<file path="config.mk">
export PLATFORM = sky130hd
export DESIGN_NAME = sdram_ctrl
export DESIGN_NICKNAME = d
export VERILOG_FILES = /design/src/source/sdram_pkg.sv /design/src/source/sdram_cmd_gen.sv /design/src/source/sdram_ctrl.sv /design/src/source/sdram_port_select.sv /design/src/source/sdram_sequencer.sv
export SDC_FILE = /design/constraint.sdc
export NUM_CORES = 1
export LEC_CHECK = 0
export BUFFER_PORTS_ARGS = -buffer_cell sky130_fd_sc_hd__buf_2
export CORE_ASPECT_RATIO = 0.9
export CORE_MARGIN = 2
export CORE_UTILIZATION = 48
export DETAILED_ROUTE_END_ITERATION = 7
export PLACE_DENSITY = 0.84
export SLEW_MARGIN = 30
export SYNTH_ARGS = -nofsm -noshare
export SYNTH_HDL_FRONTEND = slang
export SYNTH_SLANG_ARGS = --single-unit
</file>
<file path="constraint.sdc">
create_clock -name clk -period 2.6 [get_ports clk]
set_clock_uncertainty 0.1 [all_clocks]
set_input_delay 0.65 -clock clk [delete_from_list [all_inputs] [get_ports clk]]
set_output_delay 0.65 -clock clk [all_outputs]
set_load 0.1 [all_outputs]
</file>
<file path="src/source/sdram_pkg.sv">
// sdram controller shared definitions
// frame slots, init steps, pin command codes and the structs that
// pass between sequencer, port selectors, command generator and pins

package sdram_pkg;

	typedef logic [2:0]  phase_t;        // slot within the 6-cycle frame
	typedef logic [15:0] word_t;         // sdram data word
	typedef logic [1:0]  mask_t;         // byte selects, bit 1 = upper byte
	typedef logic [23:1] host_addr_t;    // host word address
	typedef logic [14:0] stream_addr_t;  // cpu/gfx word address
	typedef logic [12:0] sd_addr_t;      // multiplexed row/column pins
	typedef logic [1:0]  bank_t;
	typedef logic [23:0] full_addr_t;    // bank[23:22] row[21:9] col[8:0]

	// ------------------------------------------------------------
	// timing and mode
	// ------------------------------------------------------------
	localparam phase_t     RASCAS_DELAY = 3'd2;  // tRCD, 2 cycles below 100 MHz
	localparam logic [2:0] CAS_LATENCY  = 3'd2;
	localparam phase_t     FRAME_LEN    = 3'd6;

	localparam phase_t PH_RAS0  = 3'd0;
	localparam phase_t PH_CAS0  = PH_RAS0 + RASCAS_DELAY;
	localparam phase_t PH_RAS1  = 3'd3;                    // second ACTIVE after tRRD
	localparam phase_t PH_CAS1  = PH_RAS1 + RASCAS_DELAY;
	localparam phase_t PH_READ0 = 3'd0;                    // next frame
	localparam phase_t PH_READ1 = 3'd3;                    // next frame

	// single write, standard op, CL2, sequential, burst of one
	localparam sd_addr_t MODE_WORD = {3'b000, 1'b1, 2'b00, CAS_LATENCY, 1'b0, 3'b000};

	localparam logic [9:0] RFRSH_CYCLES = 10'd842;  // 64 ms / 8192 rows at 108 MHz

	// power-up countdown, in frames remaining
	localparam logic [4:0] INIT_FRAMES    = 5'd31;
	localparam logic [4:0] INIT_PRECHARGE = 5'd15;
	localparam logic [4:0] INIT_REFRESH_A = 5'd10;
	localparam logic [4:0] INIT_REFRESH_B = 5'd8;
	localparam logic [4:0] INIT_LOAD_MODE = 5'd2;

	// ------------------------------------------------------------
	// commands and structs
	// ------------------------------------------------------------
	typedef enum logic [3:0] {  // nCS nRAS nCAS nWE
		CMD_INHIBIT      = 4'b1111,
		CMD_NOP          = 4'b0111,
		CMD_ACTIVE       = 4'b0011,
		CMD_READ         = 4'b0101,
		CMD_WRITE        = 4'b0100,
		CMD_PRECHARGE    = 4'b0010,
		CMD_AUTO_REFRESH = 4'b0001,
		CMD_LOAD_MODE    = 4'b0000
	} sdram_cmd_e;

	typedef enum logic [1:0] {
		SRC_NONE   = 2'd0,
		SRC_STREAM = 2'd1,
		SRC_HOST   = 2'd2
	} src_e;

	typedef struct packed {
		logic       we;
		host_addr_t a;
		mask_t      ds;
		word_t      d;
	} host_req_t;

	typedef struct packed {
		sdram_cmd_e cmd;
		sd_addr_t   a;
		bank_t      ba;
		mask_t      dqm;    // active high masks, i.e. ~ds
		logic       dq_oe;
	} sdram_bus_t;

	typedef struct packed {
		src_e       src;
		full_addr_t addr;
	} pair_pick_t;

endpackage

</file>
<file path="src/source/sdram_cmd_gen.sv">
// sdram command generator
// drives the registered pin bus: init sequence, ACTIVE/CAS per pair with
// auto-precharge, refresh in the pair 1 slot, ack toggles and read return

`timescale 1ns/10ps

module sdram_cmd_gen (
	input  logic                  clk,
	input  logic                  init_n,
	input  sdram_pkg::phase_t     phase,
	input  logic                  init_busy,
	input  logic [4:0]            init_frame,
	input  logic                  refresh_due,
	input  sdram_pkg::pair_pick_t pick0,
	input  sdram_pkg::pair_pick_t pick1,
	input  logic                  req1,
	input  logic                  req2,
	input  sdram_pkg::host_req_t  host1,
	input  sdram_pkg::host_req_t  host2,
	input  sdram_pkg::word_t      dq_in,
	output logic                  refresh_taken,
	output logic                  hold0,
	output sdram_pkg::sdram_bus_t bus,
	output sdram_pkg::word_t      dq_out,
	output logic                  ack1,
	output logic                  ack2,
	output sdram_pkg::word_t      q1,
	output sdram_pkg::word_t      q2,
	output sdram_pkg::word_t      cpu_q,
	output sdram_pkg::word_t      gfx_q
);

	localparam sdram_pkg::phase_t RAS_SLOT  [2] = '{sdram_pkg::PH_RAS0, sdram_pkg::PH_RAS1};
	localparam sdram_pkg::phase_t CAS_SLOT  [2] = '{sdram_pkg::PH_CAS0, sdram_pkg::PH_CAS1};
	localparam sdram_pkg::phase_t READ_SLOT [2] = '{sdram_pkg::PH_READ0, sdram_pkg::PH_READ1};

	// pair-indexed views of the ports
	sdram_pkg::pair_pick_t pick [2];
	sdram_pkg::host_req_t  host [2];
	logic [1:0]            req;
	logic [1:0]            ack;
	sdram_pkg::word_t      host_q   [2];
	sdram_pkg::word_t      stream_q [2];

	sdram_pkg::src_e       take_src [2];  // pick as accepted by this slot
	logic [1:0]            ras_go;
	logic [1:0]            cas_go;
	logic [1:0]            rd_go;

	// per pair access latches
	sdram_pkg::src_e       src_q  [2];
	logic [1:0]            we_q;
	sdram_pkg::full_addr_t addr_q [2];
	sdram_pkg::mask_t      ds_q   [2];
	sdram_pkg::word_t      din_q  [2];
	sdram_pkg::word_t      sd_din;        // dq sampled every cycle
	logic                  refresh_hold;

	assign pick[0] = pick0;
	assign pick[1] = pick1;
	assign host[0] = host1;
	assign host[1] = host2;
	assign req     = {req2, req1};
	assign ack1    = ack[0];
	assign ack2    = ack[1];
	assign q1      = host_q[0];
	assign q2      = host_q[1];
	assign cpu_q   = stream_q[0];
	assign gfx_q   = stream_q[1];

	always_comb begin
		for (int p = 0; p < 2; p++) begin
			take_src[p] = pick[p].src;
			// a host read returning at this edge still looks pending, skip it
			if (pick[p].src == sdram_pkg::SRC_HOST && src_q[p] == sdram_pkg::SRC_HOST && !we_q[p])
				take_src[p] = sdram_pkg::SRC_NONE;
			ras_go[p] = !init_busy && phase == RAS_SLOT[p];
			cas_go[p] = !init_busy && phase == CAS_SLOT[p] && src_q[p] != sdram_pkg::SRC_NONE;
			rd_go[p]  = !init_busy && phase == READ_SLOT[p] && src_q[p] != sdram_pkg::SRC_NONE
				&& !we_q[p];
		end
	end

	// refresh only in the pair 1 slot with both pairs idle
	assign refresh_taken = ras_go[1] && take_src[1] == sdram_pkg::SRC_NONE && refresh_due
		&& src_q[0] == sdram_pkg::SRC_NONE;
	assign hold0 = refresh_hold | init_busy;   // keeps pair 0 off the bus during tRFC

	// ------------------------------------------------------------
	// pin bus, acks and access state
	// ------------------------------------------------------------
	always_ff @(posedge clk or negedge init_n) begin
		if (!init_n) begin
			bus.cmd      <= sdram_pkg::CMD_NOP;
			bus.a        <= '0;
			bus.ba       <= '0;
			bus.dqm      <= 2'b11;
			bus.dq_oe    <= 1'b0;
			ack          <= '0;
			src_q        <= '{default: sdram_pkg::SRC_NONE};
			we_q         <= '0;
			refresh_hold <= 1'b0;
		end else begin
			bus.cmd   <= sdram_pkg::CMD_NOP;   // idle unless a slot fires
			bus.dqm   <= 2'b11;
			bus.dq_oe <= 1'b0;
			if (init_busy) begin
				if (phase == sdram_pkg::PH_RAS0) begin
					case (init_frame)
						sdram_pkg::INIT_PRECHARGE: begin
							bus.cmd   <= sdram_pkg::CMD_PRECHARGE;
							bus.a[10] <= 1'b1;             // all banks
						end
						sdram_pkg::INIT_REFRESH_A, sdram_pkg::INIT_REFRESH_B:
							bus.cmd <= sdram_pkg::CMD_AUTO_REFRESH;
						sdram_pkg::INIT_LOAD_MODE: begin
							bus.cmd <= sdram_pkg::CMD_LOAD_MODE;
							bus.a   <= sdram_pkg::MODE_WORD;
							bus.ba  <= '0;
						end
						default: ;
					endcase
				end
			end else begin
				for (int p = 0; p < 2; p++) begin
					if (ras_go[p]) begin
						src_q[p] <= take_src[p];
						we_q[p]  <= (take_src[p] == sdram_pkg::SRC_HOST) && host[p].we;
						if (take_src[p] != sdram_pkg::SRC_NONE) begin
							bus.cmd <= sdram_pkg::CMD_ACTIVE;
							bus.a   <= pick[p].addr[21:9];    // row
							bus.ba  <= pick[p].addr[23:22];
						end
					end
					if (cas_go[p]) begin
						bus.cmd <= we_q[p] ? sdram_pkg::CMD_WRITE : sdram_pkg::CMD_READ;
						bus.a   <= {4'b0010, addr_q[p][8:0]};   // A10 = auto precharge
						bus.ba  <= addr_q[p][23:22];
						bus.dqm <= ~ds_q[p];
						if (we_q[p]) begin
							bus.dq_oe <= 1'b1;
							ack[p]    <= req[p];   // write done once it is on the bus
						end
					end
					if (rd_go[p] && src_q[p] == sdram_pkg::SRC_HOST)
						ack[p] <= req[p];          // read data valid with this toggle
				end
				if (phase == sdram_pkg::PH_RAS1)
					refresh_hold <= refresh_taken;  // covers the next pair 0 slot only
				if (refresh_taken)
					bus.cmd <= sdram_pkg::CMD_AUTO_REFRESH;
			end
		end
	end

	// ------------------------------------------------------------
	// data path
	// ------------------------------------------------------------
	always_ff @(posedge clk) begin
		sd_din <= dq_in;
		for (int p = 0; p < 2; p++) begin
			if (ras_go[p] && take_src[p] != sdram_pkg::SRC_NONE) begin
				addr_q[p] <= pick[p].addr;
				ds_q[p]   <= (take_src[p] == sdram_pkg::SRC_HOST) ? host[p].ds : 2'b11;
				din_q[p]  <= host[p].d;
			end
			if (cas_go[p] && we_q[p])
				dq_out <= din_q[p];
			if (rd_go[p]) begin
				if (src_q[p] == sdram_pkg::SRC_HOST)
					host_q[p] <= sd_din;
				else
					stream_q[p] <= sd_din;
			end
		end
	end

endmodule

</file>
<file path="src/source/sdram_ctrl.sv">
// sdram controller top
// two bank pairs in a fixed 6-cycle frame: pair 0 serves host port 1
// and the cpu stream, pair 1 serves host port 2 and the gfx stream

`timescale 1ns/10ps

module sdram_ctrl (
	input  logic                    clk,
	input  logic                    init_n,
	input  logic                    port1_req,
	output logic                    port1_ack,
	input  sdram_pkg::host_req_t    port1_host,
	output sdram_pkg::word_t        port1_q,
	input  logic                    port2_req,
	output logic                    port2_ack,
	input  sdram_pkg::host_req_t    port2_host,
	output sdram_pkg::word_t        port2_q,
	input  sdram_pkg::stream_addr_t cpu_addr,
	output sdram_pkg::word_t        cpu_q,
	input  sdram_pkg::stream_addr_t gfx_addr,
	output sdram_pkg::word_t        gfx_q,
	output sdram_pkg::sdram_bus_t   sd_bus,
	output sdram_pkg::word_t        dq_out,
	input  sdram_pkg::word_t        dq_in
);

	sdram_pkg::phase_t     phase;
	logic                  init_busy;
	logic [4:0]            init_frame;
	logic                  refresh_due;
	logic                  refresh_taken;
	logic                  hold0;
	logic                  port1_pending;
	logic                  port2_pending;
	sdram_pkg::pair_pick_t pick0;
	sdram_pkg::pair_pick_t pick1;

	assign port1_pending = port1_req ^ port1_ack;  // toggle handshake
	assign port2_pending = port2_req ^ port2_ack;

	sdram_sequencer u_sequencer (
		.clk(clk), .init_n(init_n), .phase(phase), .init_busy(init_busy),
		.init_frame(init_frame), .refresh_due(refresh_due), .refresh_taken(refresh_taken)
	);

	// pair 1 only needs holding off until init is done
	sdram_port_select #(.PAIR_BANK(1'b0)) u_select0 (
		.clk(clk), .init_n(init_n), .phase(phase), .host(port1_host),
		.host_pending(port1_pending), .stream_addr(cpu_addr), .hold(hold0), .pick(pick0)
	);

	sdram_port_select #(.PAIR_BANK(1'b1)) u_select1 (
		.clk(clk), .init_n(init_n), .phase(phase), .host(port2_host),
		.host_pending(port2_pending), .stream_addr(gfx_addr), .hold(init_busy), .pick(pick1)
	);

	sdram_cmd_gen u_cmd_gen (
		.clk(clk), .init_n(init_n), .phase(phase), .init_busy(init_busy),
		.init_frame(init_frame), .refresh_due(refresh_due), .pick0(pick0), .pick1(pick1),
		.req1(port1_req), .req2(port2_req), .host1(port1_host), .host2(port2_host),
		.dq_in(dq_in), .refresh_taken(refresh_taken), .hold0(hold0), .bus(sd_bus),
		.dq_out(dq_out), .ack1(port1_ack), .ack2(port2_ack), .q1(port1_q), .q2(port2_q),
		.cpu_q(cpu_q), .gfx_q(gfx_q)
	);

endmodule

</file>
<file path="src/source/sdram_port_select.sv">
// per bank pair client selector
// picks refresh hold, then a pending host request, then a changed
// stream address, and builds the full bank/row/column address

`timescale 1ns/10ps

module sdram_port_select #(
	parameter bit PAIR_BANK = 1'b0   // high bank bit: 0 = banks 0/1, 1 = banks 2/3
) (
	input  logic                    clk,
	input  logic                    init_n,
	input  sdram_pkg::phase_t       phase,
	input  sdram_pkg::host_req_t    host,
	input  logic                    host_pending,   // req differs from ack
	input  sdram_pkg::stream_addr_t stream_addr,
	input  logic                    hold,           // no access in this slot
	output sdram_pkg::pair_pick_t   pick
);

	// ras slot of this pair, the only phase where a pick is taken
	localparam sdram_pkg::phase_t RAS_SLOT =
		PAIR_BANK ? sdram_pkg::PH_RAS1 : sdram_pkg::PH_RAS0;

	sdram_pkg::stream_addr_t last_addr;      // stream address last read
	logic                    stream_changed;
	logic                    ras_slot;

	assign stream_changed = (stream_addr != last_addr);
	assign ras_slot       = (phase == RAS_SLOT);

	// ------------------------------------------------------------
	// priority choice
	// ------------------------------------------------------------
	always_comb begin
		pick.src  = sdram_pkg::SRC_NONE;
		pick.addr = {PAIR_BANK, 23'd0};       // don't care when idle
		if (!hold) begin
			if (host_pending) begin
				// host word address, bit 23 picks the bank within the pair
				pick.src  = sdram_pkg::SRC_HOST;
				pick.addr = {PAIR_BANK, host.a};
			end else if (stream_changed) begin
				// stream sits at the bottom of the pair's first bank
				pick.src  = sdram_pkg::SRC_STREAM;
				pick.addr = {PAIR_BANK, 8'd0, stream_addr};
			end
		end
	end

	// ------------------------------------------------------------
	// last stream address
	// ------------------------------------------------------------
	// updated only when the slot actually takes the stream read, so a
	// change during a host access or refresh is served later
	always_ff @(posedge clk or negedge init_n) begin
		if (!init_n) begin
			last_addr <= '0;
		end else if (ras_slot && pick.src == sdram_pkg::SRC_STREAM) begin
			last_addr <= stream_addr;
		end
	end

endmodule

</file>
<file path="src/source/sdram_sequencer.sv">
// sdram frame sequencer
// runs the 6-cycle frame phase, the power-up frame countdown
// and the saturating refresh interval counter

`timescale 1ns/10ps

module sdram_sequencer (
	input  logic              clk,
	input  logic              init_n,
	output sdram_pkg::phase_t phase,
	output logic              init_busy,
	output logic [4:0]        init_frame,     // frames remaining until normal operation
	output logic              refresh_due,
	input  logic              refresh_taken   // AUTO REFRESH issued this cycle
);

	localparam sdram_pkg::phase_t LAST_PHASE = sdram_pkg::FRAME_LEN - 3'd1;

	logic       frame_end;
	logic [9:0] rfsh_cnt;   // cycles since last refresh, saturates

	assign frame_end   = (phase == LAST_PHASE);
	assign refresh_due = (rfsh_cnt == sdram_pkg::RFRSH_CYCLES);

	// ------------------------------------------------------------
	// frame phase and power-up countdown
	// ------------------------------------------------------------
	always_ff @(posedge clk or negedge init_n) begin
		if (!init_n) begin
			phase      <= '0;
			init_frame <= sdram_pkg::INIT_FRAMES;
			init_busy  <= 1'b1;
		end else begin
			phase <= frame_end ? '0 : phase + 3'd1;
			if (frame_end && init_frame != 5'd0)
				init_frame <= init_frame - 5'd1;   // one step per frame
			init_busy <= (init_frame != 5'd0);     // drops one cycle after count hits 0
		end
	end

	// ------------------------------------------------------------
	// refresh interval
	// ------------------------------------------------------------
	always_ff @(posedge clk or negedge init_n) begin
		if (!init_n) begin
			rfsh_cnt <= '0;
		end else if (refresh_taken) begin
			rfsh_cnt <= '0;                        // restart interval
		end else if (!refresh_due) begin
			rfsh_cnt <= rfsh_cnt + 10'd1;
		end
	end

endmodule

</file>
After elaboration in Yosys (flattened, before gate mapping)
Memories as Yosys holds them, arrays and structs flattened.
Cells that the tools add are included.
Word-level totals
  memories: 5
  word-level logic and storage cells: 184
  input bits: 134
  bits in read-only memories: 0
  register bits after elaboration: 112
  memory bits (writable): 148
  bits in latches: 0
  output and inout bits: 104
Cells by class
  multiply operators: 0
  add/sub/neg operators: 3
  $lt $le $gt $ge: 0
  muxes and demuxes: 70
  eq/ne operators: 22
  divide/modulo/power cells: 0
  bitwise gates (word level): 6
  shift operators: 0
  reductions and logical operators: 57
Memories
  u_cmd_gen.addr_q: words 2, width 24, rd ports 2, clocked after Yosys merged registers in 0, wr ports 1, RTL line sdram_cmd_gen.sv:53  | sdram_pkg::full_addr_t addr_q [2];
  u_cmd_gen.din_q: words 2, width 16, rd ports 2, clocked after Yosys merged registers in 0, wr ports 1, RTL line sdram_cmd_gen.sv:55  | sdram_pkg::word_t din_q [2];
  u_cmd_gen.host_q: words 2, width 16, rd ports 2, clocked after Yosys merged registers in 0, wr ports 1, RTL line sdram_cmd_gen.sv:42  | sdram_pkg::word_t host_q [2];
  u_cmd_gen.stream_q: words 2, width 16, rd ports 2, clocked after Yosys merged registers in 0, wr ports 1, RTL line sdram_cmd_gen.sv:43  | sdram_pkg::word_t stream_q [2];
  u_cmd_gen.ds_q: words 2, width 2, rd ports 2, clocked after Yosys merged registers in 0, wr ports 1, RTL line sdram_cmd_gen.sv:54  | sdram_pkg::mask_t ds_q [2];
Operators with widths (number)
  $mux 26: 4
  $mux 19: 5
  $mux 16: 5
  $mux 25: 2
  $reduce_or 16->1: 3
  $mux 22: 2
  $mux 1: 36
  $ne 15x15->1: 2
  $logic_and 1x1->1: 28
  $mux 24: 1
  $reduce_or 24->1: 1
  $mux 10: 2
  $mux 18: 1
  $reduce_bool 2->1: 9
  $eq 5x4->1 const B: 3
  $eq 2x2->1 const B: 6
  $mux 12: 1
  $mux 2: 6
  $add 10x1->10 const B: 1
  $eq 10x10->1 const B: 1
  $reduce_and 2->1: 5
  $pmux 3 s3: 1
  $eq 3x2->1 const B: 2
  $mux 3: 2
  other kinds (20): 29

Depth between registers and ports, before layout
Gate-level depths: netlist of run 1.
  word-level depth: 17
  mapped depth: 10
  depth with buffers taken out: 9

Hierarchy
Synthesis of run 1 repeated with hierarchy kept, for this count alone.
Second synthesis, totals
  cells, all modules: 632
  area, all modules: 9459.1 sq um
By module, submodules not included
  sdram_cmd_gen: seq. area each 5221.3 sq um, cells each 380, area each 6556.3 sq um, times used 1
  sdram_port_select (u_select1): seq. area each 375.4 sq um, cells each 84, area each 1017.2 sq um, times used 1
  sdram_port_select (u_select0): seq. area each 375.4 sq um, cells each 83, area each 960.9 sq um, times used 1
  sdram_sequencer: seq. area each 483.0 sq um, cells each 83, area each 907.1 sq um, times used 1
  sdram_ctrl: seq. area each 0.0 sq um, cells each 2, area each 17.5 sq um, times used 1

Least setup slack after synthesis of run 1
OpenSTA, ideal clock, no wires.
  path kind: flip-flop to flip-flop
  from: reg u_cmd_gen.ack[1]
  to: reg u_cmd_gen.bus[9] in the netlist's numbering
  cell stages (with the launch flop): 10
  path slack: -0.365 ns
  period minus slack after synthesis: 2.965 ns
  required time: 2.405 ns
  buffers on the path: 2
  arrival: 2.770 ns
  cell sequence: dfrtp_1 -> xnor2_2 -> nor3_2 -> and2_1 -> buf_2 -> nor2_1 -> inv_1 -> buf_2 -> nor3_1 -> o31ai_1
Between the ends
  cells in the longest elaborated chain, start to end: 12
Ends and longest elaborated chain
  from (decl): RTL line sdram_cmd_gen.sv:41  | logic [1:0] ack;
  from (signal, indexed assignment): RTL line sdram_cmd_gen.sv:142  | ack[p] <= req[p];
  from (signal, indexed assignment): RTL line sdram_cmd_gen.sv:146  | ack[p] <= req[p];
  $xor 1x1->1 *: RTL line sdram_ctrl.sv:39  | assign port2_pending = port2_req ^ port2_ack;
  $mux 26 *: RTL line sdram_port_select.sv:38  | if (host_pending) begin
  $mux 26 *: RTL line sdram_port_select.sv:37  | if (!hold) begin
  $eq 2x2->1: RTL line sdram_cmd_gen.sv:75  | if (pick[p].src == sdram_pkg::SRC_HOST && src_q[p] == sdram_pkg::SRC_HOST && !we_q[p])
  $logic_and 1x1->1 (2 in a row): RTL line sdram_cmd_gen.sv:75
  $mux 2: RTL line sdram_cmd_gen.sv:75
  $reduce_bool 2->1: RTL line sdram_cmd_gen.sv:129  | if (take_src[p] != sdram_pkg::SRC_NONE) begin
  $mux 19 *: RTL line sdram_cmd_gen.sv:129
  $mux 19 *: RTL line sdram_cmd_gen.sv:126  | if (ras_go[p]) begin
  $mux 22 *: RTL line sdram_cmd_gen.sv:135  | if (cas_go[p]) begin
  $mux 19 *: RTL line sdram_cmd_gen.sv:107  | if (init_busy) begin
  to (decl): RTL line sdram_cmd_gen.sv:23  | output sdram_pkg::sdram_bus_t bus,
Mark *: on every way between the ends. The rest lies on a longest branch, timed or not.
A chain may end at the register's enable or synchronous reset.

Final worst setup path of run 1
  from: reg u_sequencer.phase[2]
  to: reg u_cmd_gen.bus[6] in the netlist's numbering
Between the ends
  cells in the longest elaborated chain, start to end: 8
  elaborated cells on any way between the ends: 18
  classes of those cells: 4 x eq/ne; 6 x mux; 8 x reduce/logical
Ends and longest elaborated chain
  from (decl): RTL line sdram_sequencer.sv:10  | output sdram_pkg::phase_t phase,
  from (signal assigned): RTL line sdram_sequencer.sv:34  | phase <= frame_end ? '0 : phase + 3'd1;
  $logic_not 3->1 or $eq 3x2->1 (tied branches): RTL line sdram_cmd_gen.sv:77, sdram_cmd_gen.sv:108, sdram_cmd_gen.sv:78
  $logic_and 1x1->1, on equally long branches: RTL line sdram_cmd_gen.sv:77, sdram_cmd_gen.sv:78
  $mux 19 or $logic_and 1x1->1 (tied branches): RTL line sdram_cmd_gen.sv:126, sdram_cmd_gen.sv:78
  $mux 22: RTL line sdram_cmd_gen.sv:135
  $mux 19: RTL line sdram_cmd_gen.sv:129
  $mux 19: RTL line sdram_cmd_gen.sv:126
  $mux 22: RTL line sdram_cmd_gen.sv:135
  $mux 19: RTL line sdram_cmd_gen.sv:107
Several ways; a longest one is shown, not always the timed one.

==> results.md, run 1 <==
Final layout:
- The area overhead of the layout relative to synthesis is 30.4%.
- Once layout is complete, the cells apart from fillers number about 1200.
- After the last flow step, the layout net total stands at around 1100.
- The fraction of final layout cells sized beyond drive strength 1 is 0.455.
- With fillers left out, the area of the finished cells amounts to between 0.01 and 0.015 sq mm.

Yosys:
- The fraction of the mapped netlist area in compound gates was 0.0962.
- Of the total synthesized cell area, the portion taken by XOR and XNOR cells is 0.0425.
- The synthesized area is between 0.009 and 0.01 sq mm.
- Ranked by total cell area, the synthesized netlist is headed by sky130_fd_sc_hd__edfxtp_1 (44%), sky130_fd_sc_hd__dfrtp_1 (18%), sky130_fd_sc_hd__mux2_2 (5.8%).
- The instance count of the mapped netlist is 620.
- The synthesized-area fraction occupied by adder cells is 0.00947.
- A synthesized cell averages between 10 and 15 sq um.
- The number of warnings reported in the yosys synthesis log is 0.
- Of the total synthesized cell area, the portion taken by AND, OR, NAND and NOR gates is 0.0824.
- The number of enable flip-flop cells after synthesis is 136.
- The count of distinct cell types in the synthesized netlist is 68.
- Of the synthesized area, sequential elements account for 0.692.
- The post-synthesis async set-or-reset flop share is 0.342.
- Among all flip-flop cells after synthesis, the most frequent one is sky130_fd_sc_hd__edfxtp_1.
- The share of synthesized area in the top cell type comes to 0.442.
- The most area-hungry cell type in the Yosys netlist is sky130_fd_sc_hd__edfxtp_1.
- After synthesis, the largest family of logic cells by area is compound AO/OA/AOI/OAI gates.
- The net count after synthesis is approximately 760.
- The portion of synthesized area spent on multiplexers is 0.0606.
- The number of storage elements in the synthesis netlist is between 200 and 250.

Global route:
- The met2 track demand over resource is 0.393.
- The pin count of the biggest net entering global routing is around 40.
- The remaining global-route overflow is 0.
- The met3 track utilization from global routing is 0.0663.
- The overall routing resource usage is 0.237.
- The met1 track demand over resource in global routing is 0.308.
- The global routing stage identified its most utilized layer as met2.
- The via count of the first global-routing pass came to around 6600.
- The global-route wire length before repair is 37000 um.
- The number of antenna violations at the first check in global routing is 2.

Pwr:
- The final total power is roughly 13000 uW.
- Summed over all nets, the switching power comes to 4940 uW.
- The cell area power density is roughly 1100 mW/mm^2.
- The combinational power share is 0.329.
- The clock network fraction of design power is 0.264.
- The switching fraction of total power is 0.385.
- The worst vdd rail ir drop is roughly 0.71 mV.
- The leakage power is about 0.005 uW.
- The proportion of power drawn by flip-flops and latches is 0.407.
- Cell internal power was estimated by the tool at between 7000 and 8000 uW.

CTS:
- The latest clock arrival within the worst-skew pair is 0.52 ns.
- Hold repair after CTS inserted 0 buffers.
- Buffers added to address setup during post-CTS repair amount to 0.
- In this run the number of H-tree levels came out at 1.
- The CTS tree is done.
- The number of buffers between clock root and the deepest sink is 3.
- The cell sitting at the root of the clock tree is a sky130_fd_sc_hd__clkbuf_16.
- After clock tree synthesis, the clock-pin slew on the worst setup and hold paths is 0.06 ns.
- The number of buffers inserted during clock tree synthesis is 23.
- The sink count of the clock tree is roughly 230.
- The number of gates resized after CTS is 0.

Route:
- After the first detailed-routing iteration, the DRC count stood at 528.
- The post-route DRC violation count is 0.
- After detailed routing, the number of vias per cell comes to around 5.6.
- The routed wire length is 24600 um.
- Before antenna repair, the detailed router went through 6 iterations.
- In the final routed layout, each cell accounts on average for roughly 21 um.
- The residual antenna-violating net count after detailed routing is 0.
- The routed via count is 6661.

STA:
- The max-slew violation total from the final report was 0.
- At the pin with the least slew margin, the transition time is between 0.6 and 0.7 ns.
- Setup repair after global routing left no endpoint under its margin.
- The fmax is about 400 MHz.
- Setup violations remaining at the end of the flow were counted as 0.
- The clock period minus worst slack is approximately 2.5 ns.
- Hold is met by ~0.037 ns.
- Of the available clock period, the critical path in the final layout requires 0.949.
- The normalized max-slew margin is 0.599.
- The number of endpoints with negative hold slack in the final report is 0.

Placed design:
- The quantity of I/O buffers inserted on ports is roughly 240.
- The HPWL after detailed placement is roughly 18000 um.
- The placer's final routability congestion estimate is ~0.94.
- The total instance count after detailed placement is about 1200.
- Summing all placed instances gives a cell area of approximately 0.011 sq mm.

Die:
- The floorplan step defined a die boundary enclosing between 0.02 and 0.025 sq mm.
- The floorplan die height is approximately 140 um.
- The I/O pin count is 238.
- The initial standard-cell utilization of the core is 0.486.
- The standard-cell row count is 48.
- The floorplan step defined a core boundary enclosing between 0.015 and 0.02 sq mm.
- From left edge to right edge, the die measures ~150 um.

Flow run:
- The count of maximum capacitance violations is 0.

Worst setup path:
- The worst setup path category is flip-flop to flip-flop.
- The kind of start point of the critical path is a flip-flop.
- Walking the worst path, the cells encountered are or2_4, nor2_8, nand2_4, or3_1, a221o_1, a221oi_1, o31ai_1.
- The slowest cell on the critical path is sky130_fd_sc_hd__or3_1.
- STA puts the critical path data required time at roughly 2.9 ns.
- The worst setup path is captured at a flip-flop.
- In this design, the stage delay of the slowest critical-path cell is roughly 0.48 ns.
- Of all nets on the critical path, the largest fanout is 7.
- Data on the critical path arrives at its endpoint at between 2 and 3 ns.

Outcome:
- The run finished with clean final reports.

Min path:
- The min-delay analysis places its worst path in the category input port to async pin.
## power by group through the flow
| stage | logic, uW | registers (uW) | clock network, uW |
|---|---|---|---|
| after floorplan | 1230 | 7140 | 0 |
| after global placement | 4140 | 5210 | 0 |
| after detailed placement | 4210 | 5260 | 0 |
| after CTS | 4220 | 5210 | 3430 |
| after global routing | 4430 | 5290 | 3570 |
| final | 4230 | 5220 | 3380 |
## placed cells by master, fill, tap and decap left out, types with 4 or more instances in the layout
cell / synthesis / layout
sky130_fd_sc_hd__o21ai_0: 10 / 10
sky130_fd_sc_hd__o31ai_1: 7 / 7
sky130_fd_sc_hd__nand2b_1: 6 / 6
sky130_fd_sc_hd__buf_2: 10 / 235
sky130_fd_sc_hd__edfxtp_1: 136 / 136
sky130_fd_sc_hd__a211o_1: 4 / 4
sky130_fd_sc_hd__a21oi_1: 14 / 14
sky130_fd_sc_hd__or3_1: 5 / 5
sky130_fd_sc_hd__nor3_2: 2 / 4
sky130_fd_sc_hd__clkbuf_8: 0 / 5
sky130_fd_sc_hd__a22oi_1: 10 / 10
sky130_fd_sc_hd__and3_1: 14 / 14
sky130_fd_sc_hd__a22o_1: 25 / 25
sky130_fd_sc_hd__dfrtp_1: 68 / 66
sky130_fd_sc_hd__mux2_2: 48 / 48
sky130_fd_sc_hd__a221oi_1: 10 / 10
sky130_fd_sc_hd__buf_12: 0 / 7
sky130_fd_sc_hd__a31oi_1: 8 / 8
sky130_fd_sc_hd__xnor2_1: 31 / 31
sky130_fd_sc_hd__dfstp_2: 11 / 11
sky130_fd_sc_hd__dfxtp_1: 16 / 16
sky130_fd_sc_hd__and2_1: 4 / 4
sky130_fd_sc_hd__nor3_1: 8 / 6
sky130_fd_sc_hd__inv_2: 3 / 4
sky130_fd_sc_hd__nand2_1: 33 / 33
sky130_fd_sc_hd__inv_1: 10 / 9
sky130_fd_sc_hd__nand3_1: 13 / 13
sky130_fd_sc_hd__ha_1: 7 / 7
sky130_fd_sc_hd__buf_4: 1 / 63
sky130_fd_sc_hd__xor2_1: 12 / 12
sky130_fd_sc_hd__clkinv_2: 0 / 4
sky130_fd_sc_hd__clkbuf_16: 0 / 23
sky130_fd_sc_hd__nand4_1: 8 / 8
sky130_fd_sc_hd__nor2_1: 19 / 19
## synth_stat cells, drive strengths merged (5+ instances only)
| cell type | count |
|---|---|
| a21oi | 16 |
| a221oi | 10 |
| a22o | 25 |
| a22oi | 10 |
| a31oi | 8 |
| and3 | 14 |
| buf | 11 |
| clkbuf | 13 |
| dfrtp | 68 |
| dfstp | 11 |
| dfxtp | 16 |
| edfxtp | 136 |
| ha | 7 |
| inv | 13 |
| mux2 | 48 |
| nand2 | 34 |
| nand2b | 6 |
| nand3 | 13 |
| nand4 | 8 |
| nor2 | 21 |
| nor3 | 10 |
| nor4 | 5 |
| o21ai | 12 |
| o31ai | 7 |
| or3 | 5 |
| xnor2 | 32 |
| xor2 | 12 |
## final cells by class
class / instances / area [sq um]
Antenna cell: 2 / 5.00
Sequential cell: 231 / 6400
Tap cell: 250 / 313
Fill cell: 1401 / 6980
Multi-Input combinational cell: 352 / 2730
Clock buffer: 29 / 648
Clock inverter: 13 / 135
Inverter: 13 / 48.8
Timing Repair Buffer: 305 / 1790
## flip-flops by register name, summed over array words and instances (netlist names)
register / count
u_cmd_gen.src_q: 4
u_cmd_gen.addr_q: 20
u_cmd_gen.dq_out: 16
u_cmd_gen.stream_q: 32
u_cmd_gen.sd_din: 16
u_cmd_gen.host_q: 32
u_cmd_gen.ds_q: 4
u_cmd_gen.we_q: 2
u_select0.last_addr: 15
u_sequencer.init_frame: 5
u_cmd_gen.din_q: 32
u_select1.last_addr: 15
u_sequencer.phase: 3
u_sequencer.init_busy: 1
u_cmd_gen.bus: 21
u_sequencer.rfsh_cnt: 10
u_cmd_gen.ack: 2
u_cmd_gen.refresh_hold: 1
## final timing paths
kind,from,cells after the start,slack [ns],end
min in group clk,dq_in[1],1,0.13,u_cmd_gen.sd_din[1]
hold reg to reg,u_cmd_gen.ds_q[0][2],1,0.31,u_cmd_gen.bus[1]
setup reg to reg,u_sequencer.phase[2],7,0.13,u_cmd_gen.bus[6]
max in group asynchronous,init_n,2,1.63,u_cmd_gen.bus[1]
setup / recovery,u_sequencer.phase[2],7,0.13,u_cmd_gen.bus[6]
hold / removal,init_n,1,0.04,u_select1.last_addr[0]
## metrics by stage
| step | setup WS [ns] | util | setup TNS (ns) |
|---|---|---|---|
| 4_1_cts | 0.0356 | 0.633 | 0 |
| 5_1_grt | 0.0167 | 0.633 | 0 |
| 3_3_place_gp | -0.0728 | 0.592 | -0.158 |
| 2_1_floorplan | 0.0126 | - | 0 |
| 6_report | 0.132 | 0.634 | 0 |
| 3_5_place_dp | -0.0719 | 0.592 | -0.444 |
## worst max-delay path: cells and delay by family, from the launching register on
family	cells	cell delay, ns
AND/OR/NAND/NOR	4	0.97
AO/OA/AOI/OAI	3	0.83
flip-flops	1	0.45
## per-layer routing
layer,wire length [um],share of wire
met4,550,0.022
met5,7,0.00028
met2,11800,0.48
met3,2580,0.10
met1,9660,0.39
## cell families after synthesis
family,Yosys count
compound gates,118
xor+xnor,44
fa+ha+maj,7
buf+inv,37
flops,231
mux,50
other cells,1
simple gates,132
No activity file was read; power rests on OpenSTA's default activity.
==> run 2: changes to the inputs <==
- CORE_MARGIN: 2 -> 5
- CORE_UTILIZATION: 48 -> 49
- CTS_BUF_LIST: not set -> sky130_fd_sc_hd__clkbuf_2
- PLACE_DENSITY: 0.84 -> 0.86
==> run 2 against run 1 <==
- clock power fell by 30%
- core utilization is 5.2 points higher
- via count up 9.8%
- fmax is 0.52% lower
- register-to-register slack is essentially flat
- final cell count increased by 12%
- largest power group unchanged
- critical endpoint is now u_cmd_gen.bus[7]
- highest routed layer unchanged
- global-route usage increased by 1.5 points
- routed wire length up 12%
- clock-buffer cell count increased by 50
==> results.md, run 2 (same netlist as run 1, synthesis figures left out) <==
Outcome:
- The run finished with clean final reports.

Worst setup path:
- Of all nets on the critical path, the largest fanout is 14.
- The depth of the most critical reg-to-reg path is 5.
- Following the worst setup path forward leads to its endpoint at u_cmd_gen.bus[7].
- The source of the critical timing path is u_sequencer.phase[2].
- The kind of start point of the critical path is a flip-flop.
- The worst register-to-register path has a setup slack of 0.12 ns.
- The endpoint identified for the worst register-to-register timing path is u_cmd_gen.bus[7].
- The startpoint identified for the worst register-to-register timing path is u_sequencer.phase[2].
- By startpoint and endpoint, the worst setup path is classified as flip-flop to flip-flop.
- STA classifies the critical path endpoint as a flip-flop.
- For the worst setup path, the data arrival time is just over 3 ns.
- The required time reported for the critical path endpoint is 3.21 ns.

Global route:
- The overall routing resource usage is 0.252.
- The remaining global-route overflow is 0.
- The number of antenna violations at the first check in global routing was 3.
- Entering global routing, the biggest net connects 35 pins.
- The global-route wire length before repair is around 43000 um.
- The via count of the first global-routing pass is ~7700.

Placed design:
- After legalization and detailed placement, the total HPWL measured 18400 um.
- The quantity of I/O buffers inserted on ports is roughly 240.
- The number of placed instances, taps included, is roughly 1200.
- Routability-driven placement finished with a final weighted congestion of about 0.93.

Flow run:
- Max-cap violations in this run came to 0.

Route:
- Dividing the detail-routed via count by the number of cells gives 5.47.
- The detailed router finished its first iteration with 494 violations.
- For this block, the routed nets add up to roughly 28000 um of wire.
- In the final routed layout, each cell accounts on average for roughly 21 um.
- The routed via count is 7311.
- The first detailed-routing pass ran for 5 iterations.
- The post-route DRC violation count is 0.
- The detail route stage leaves a number of antenna-violating nets equal to 0.

STA:
- The fmax is approximately 400 MHz.
- At the pin with the least slew margin, the transition time is ~0.61 ns.
- The final setup violation count is 0.
- Counting I/O delays and the setup requirement, the final critical path takes 2.48 ns.
- The number of endpoints with negative hold slack in the final report is 0.
- The max-slew violation total from the final report is 0.
- The worst pin sits at a relative slew slack of 0.597.
- The fraction of the cycle the final worst path needs is 0.954.
- Setup repair after global routing left no endpoint under its margin.

Die:
- The die covers 0.0217 sq mm.
- The I/O pin count is approximately 240.
- The die is about 150 um wide.
- The core box area is between 0.015 and 0.02 sq mm.
- The standard-cell row count is 47.
- The die is about 140 um tall.
- The initial utilization of the core area, before any placement, comes to 0.501.

Final layout:
- Leaving out fill and tap cells, the most frequent cells in the layout are sky130_fd_sc_hd__buf_2 (233), sky130_fd_sc_hd__edfxtp_1 (136), sky130_fd_sc_hd__dlygate4sd3_1 (84).
- The fraction of final layout cells sized beyond drive strength 1 is 0.444.
- At the end of the flow the core is filled with cells to 0.686.
- The number of inserted filler cells in the final layout is between 1000 and 1500.
- The area growth from synthesis to layout is 36.9%.
- Leaving out filler cells and counting taps, the final layout contains 1337.
- The most common cell after layout, fill and taps aside is sky130_fd_sc_hd__buf_2.
- The number of nets in the layout is ~1200.
- In the final layout, the registers with the most flip-flops are u_cmd_gen.din_q: 32 flops, u_cmd_gen.host_q: 32 flops, u_cmd_gen.stream_q: 32 flops.

CTS:
- The clock slew at the register clock pins of the worst setup and hold paths is between 0.1 and 0.15 ns.
- The sink count of the clock tree is about 230.
- In this run the number of H-tree levels came out at 2.
- The CTS root buffer is sky130_fd_sc_hd__clkbuf_2.
- The latest clock arrival within the worst-skew pair is roughly 0.85 ns.
- The number of buffers inserted during clock tree synthesis is 54.
- The CTS tree is done.
- Counting along the longest clock path gives a buffer depth of 3.

Pwr:
- The analysis attributes to cell leakage a power of about 0.0054 uW.
- The final total power is between 10000 and 15000 uW.
- The power spent charging and discharging nets is 5050 uW.
- The combinational power share is 0.367.
- Of the total power, the share spent switching nets is 0.422.
- For this design the ratio of total power to cell area is 945 mW/mm^2.
- The worst vdd rail ir drop is 0.638 mV.
- Of the total power, registers draw 0.435.
- Cell internal power was estimated by the tool at 6920 uW.
- The clock network fraction of design power is 0.198.

Min path:
- The tightest min-delay check is of the input port to flip-flop type.
-- run 2: cell types whose count changed in the layout (fill, tap and decap cells not counted), moves of 5 or more --
| cell | delta |
|---|---|
| sky130_fd_sc_hd__buf_4 | +12 |
| sky130_fd_sc_hd__clkbuf_16 | -23 |
| sky130_fd_sc_hd__clkbuf_2 | +79 |
| sky130_fd_sc_hd__clkbuf_8 | -5 |
| sky130_fd_sc_hd__clkinv_1 | +12 |
| sky130_fd_sc_hd__dlygate4sd3_1 | +84 |
-- run 2: power by group through the flow --
stage                     combinational [uW]  sequential (uW)  clock [uW]
after global placement                  4160             5210           0
after CTS                               4340             5170        2390
after detailed placement                4230             5250           0
final                                   4390             5200        2370
after global routing                    4590             5280        2670
after floorplan                         1230             7140           0
-- run 2: worst min-delay path by stage --
stage,from,to,slack [ns],cells after the start
floorplan,init_n,u_cmd_gen.ack[0],0.25,0
global placement,u_cmd_gen.ds_q[0][1],u_cmd_gen.bus[2],0.29,1
detailed placement,u_cmd_gen.ds_q[0][1],u_cmd_gen.bus[2],0.29,1
CTS,port1_host[16],u_cmd_gen.ds_q[0][0],0.004,2
global route,port1_host[16],u_cmd_gen.ds_q[0][0],0.003,2
finish,port1_host[17],u_cmd_gen.ds_q[0][1],0.06,2
-- run 2: per-stage QoR --
stage               setup WS (ns)  setup TNS [ns]  area (sq um)  hold WS [ns]
floorplan                  0.0126               0          9270         0.254
global placement          -0.0375          -0.121         11300         0.294
detailed placement        -0.0850          -0.704         11300         0.294
CTS                        0.0585               0         12600       0.00357
global route               0.0439               0         12700       0.00348
finish                      0.120               0         12700        0.0552
-- run 2: area by class of cell --
cell class	count	area, sq um	share of cell area
Inverter	13	48.8	0.00385
Sequential cell	231	6400	0.505
Clock buffer	79	395	0.0312
Multi-Input combinational cell	352	2730	0.216
Antenna cell	1	2.50	0.000198
Tap cell	245	307	0.0242
Clock inverter	19	105	0.00830
Timing Repair Buffer	397	2670	0.211
-- run 2: what timing repair did --
action / 4_1_cts / 5_1_grt
endpoints found under the setup margin: 9 / 23
resized for setup: 3 / 3
hold endpoints to repair: 155 / 0
cloned: 0 / 0
hold buffers: 84 / 0
setup buffers: 0 / 3
-- run 2: critical path, stage by stage, from the launching register on --
cell	delay [ns]
sky130_fd_sc_hd__dfrtp_1	0.46
sky130_fd_sc_hd__or3_1	0.49
sky130_fd_sc_hd__a211o_1	0.45
sky130_fd_sc_hd__a221o_1	0.38
sky130_fd_sc_hd__a221oi_1	0.33
sky130_fd_sc_hd__o31ai_1	0.12
-- run 2: metal layers --
| metal | wire length (um) | GRT usage | vias to the layer above | share of wire |
|---|---|---|---|---|
| met3 | 3180 | 0.0820 | 74 | 0.11 |
| met2 | 13600 | 0.422 | 491 | 0.49 |
| met5 | 35 | 0 | - | 0.0013 |
| met1 | 10100 | 0.310 | 3481 | 0.36 |
| met4 | 793 | 0.0855 | 6 | 0.029 |
| li1 | - | - | 3259 | - |
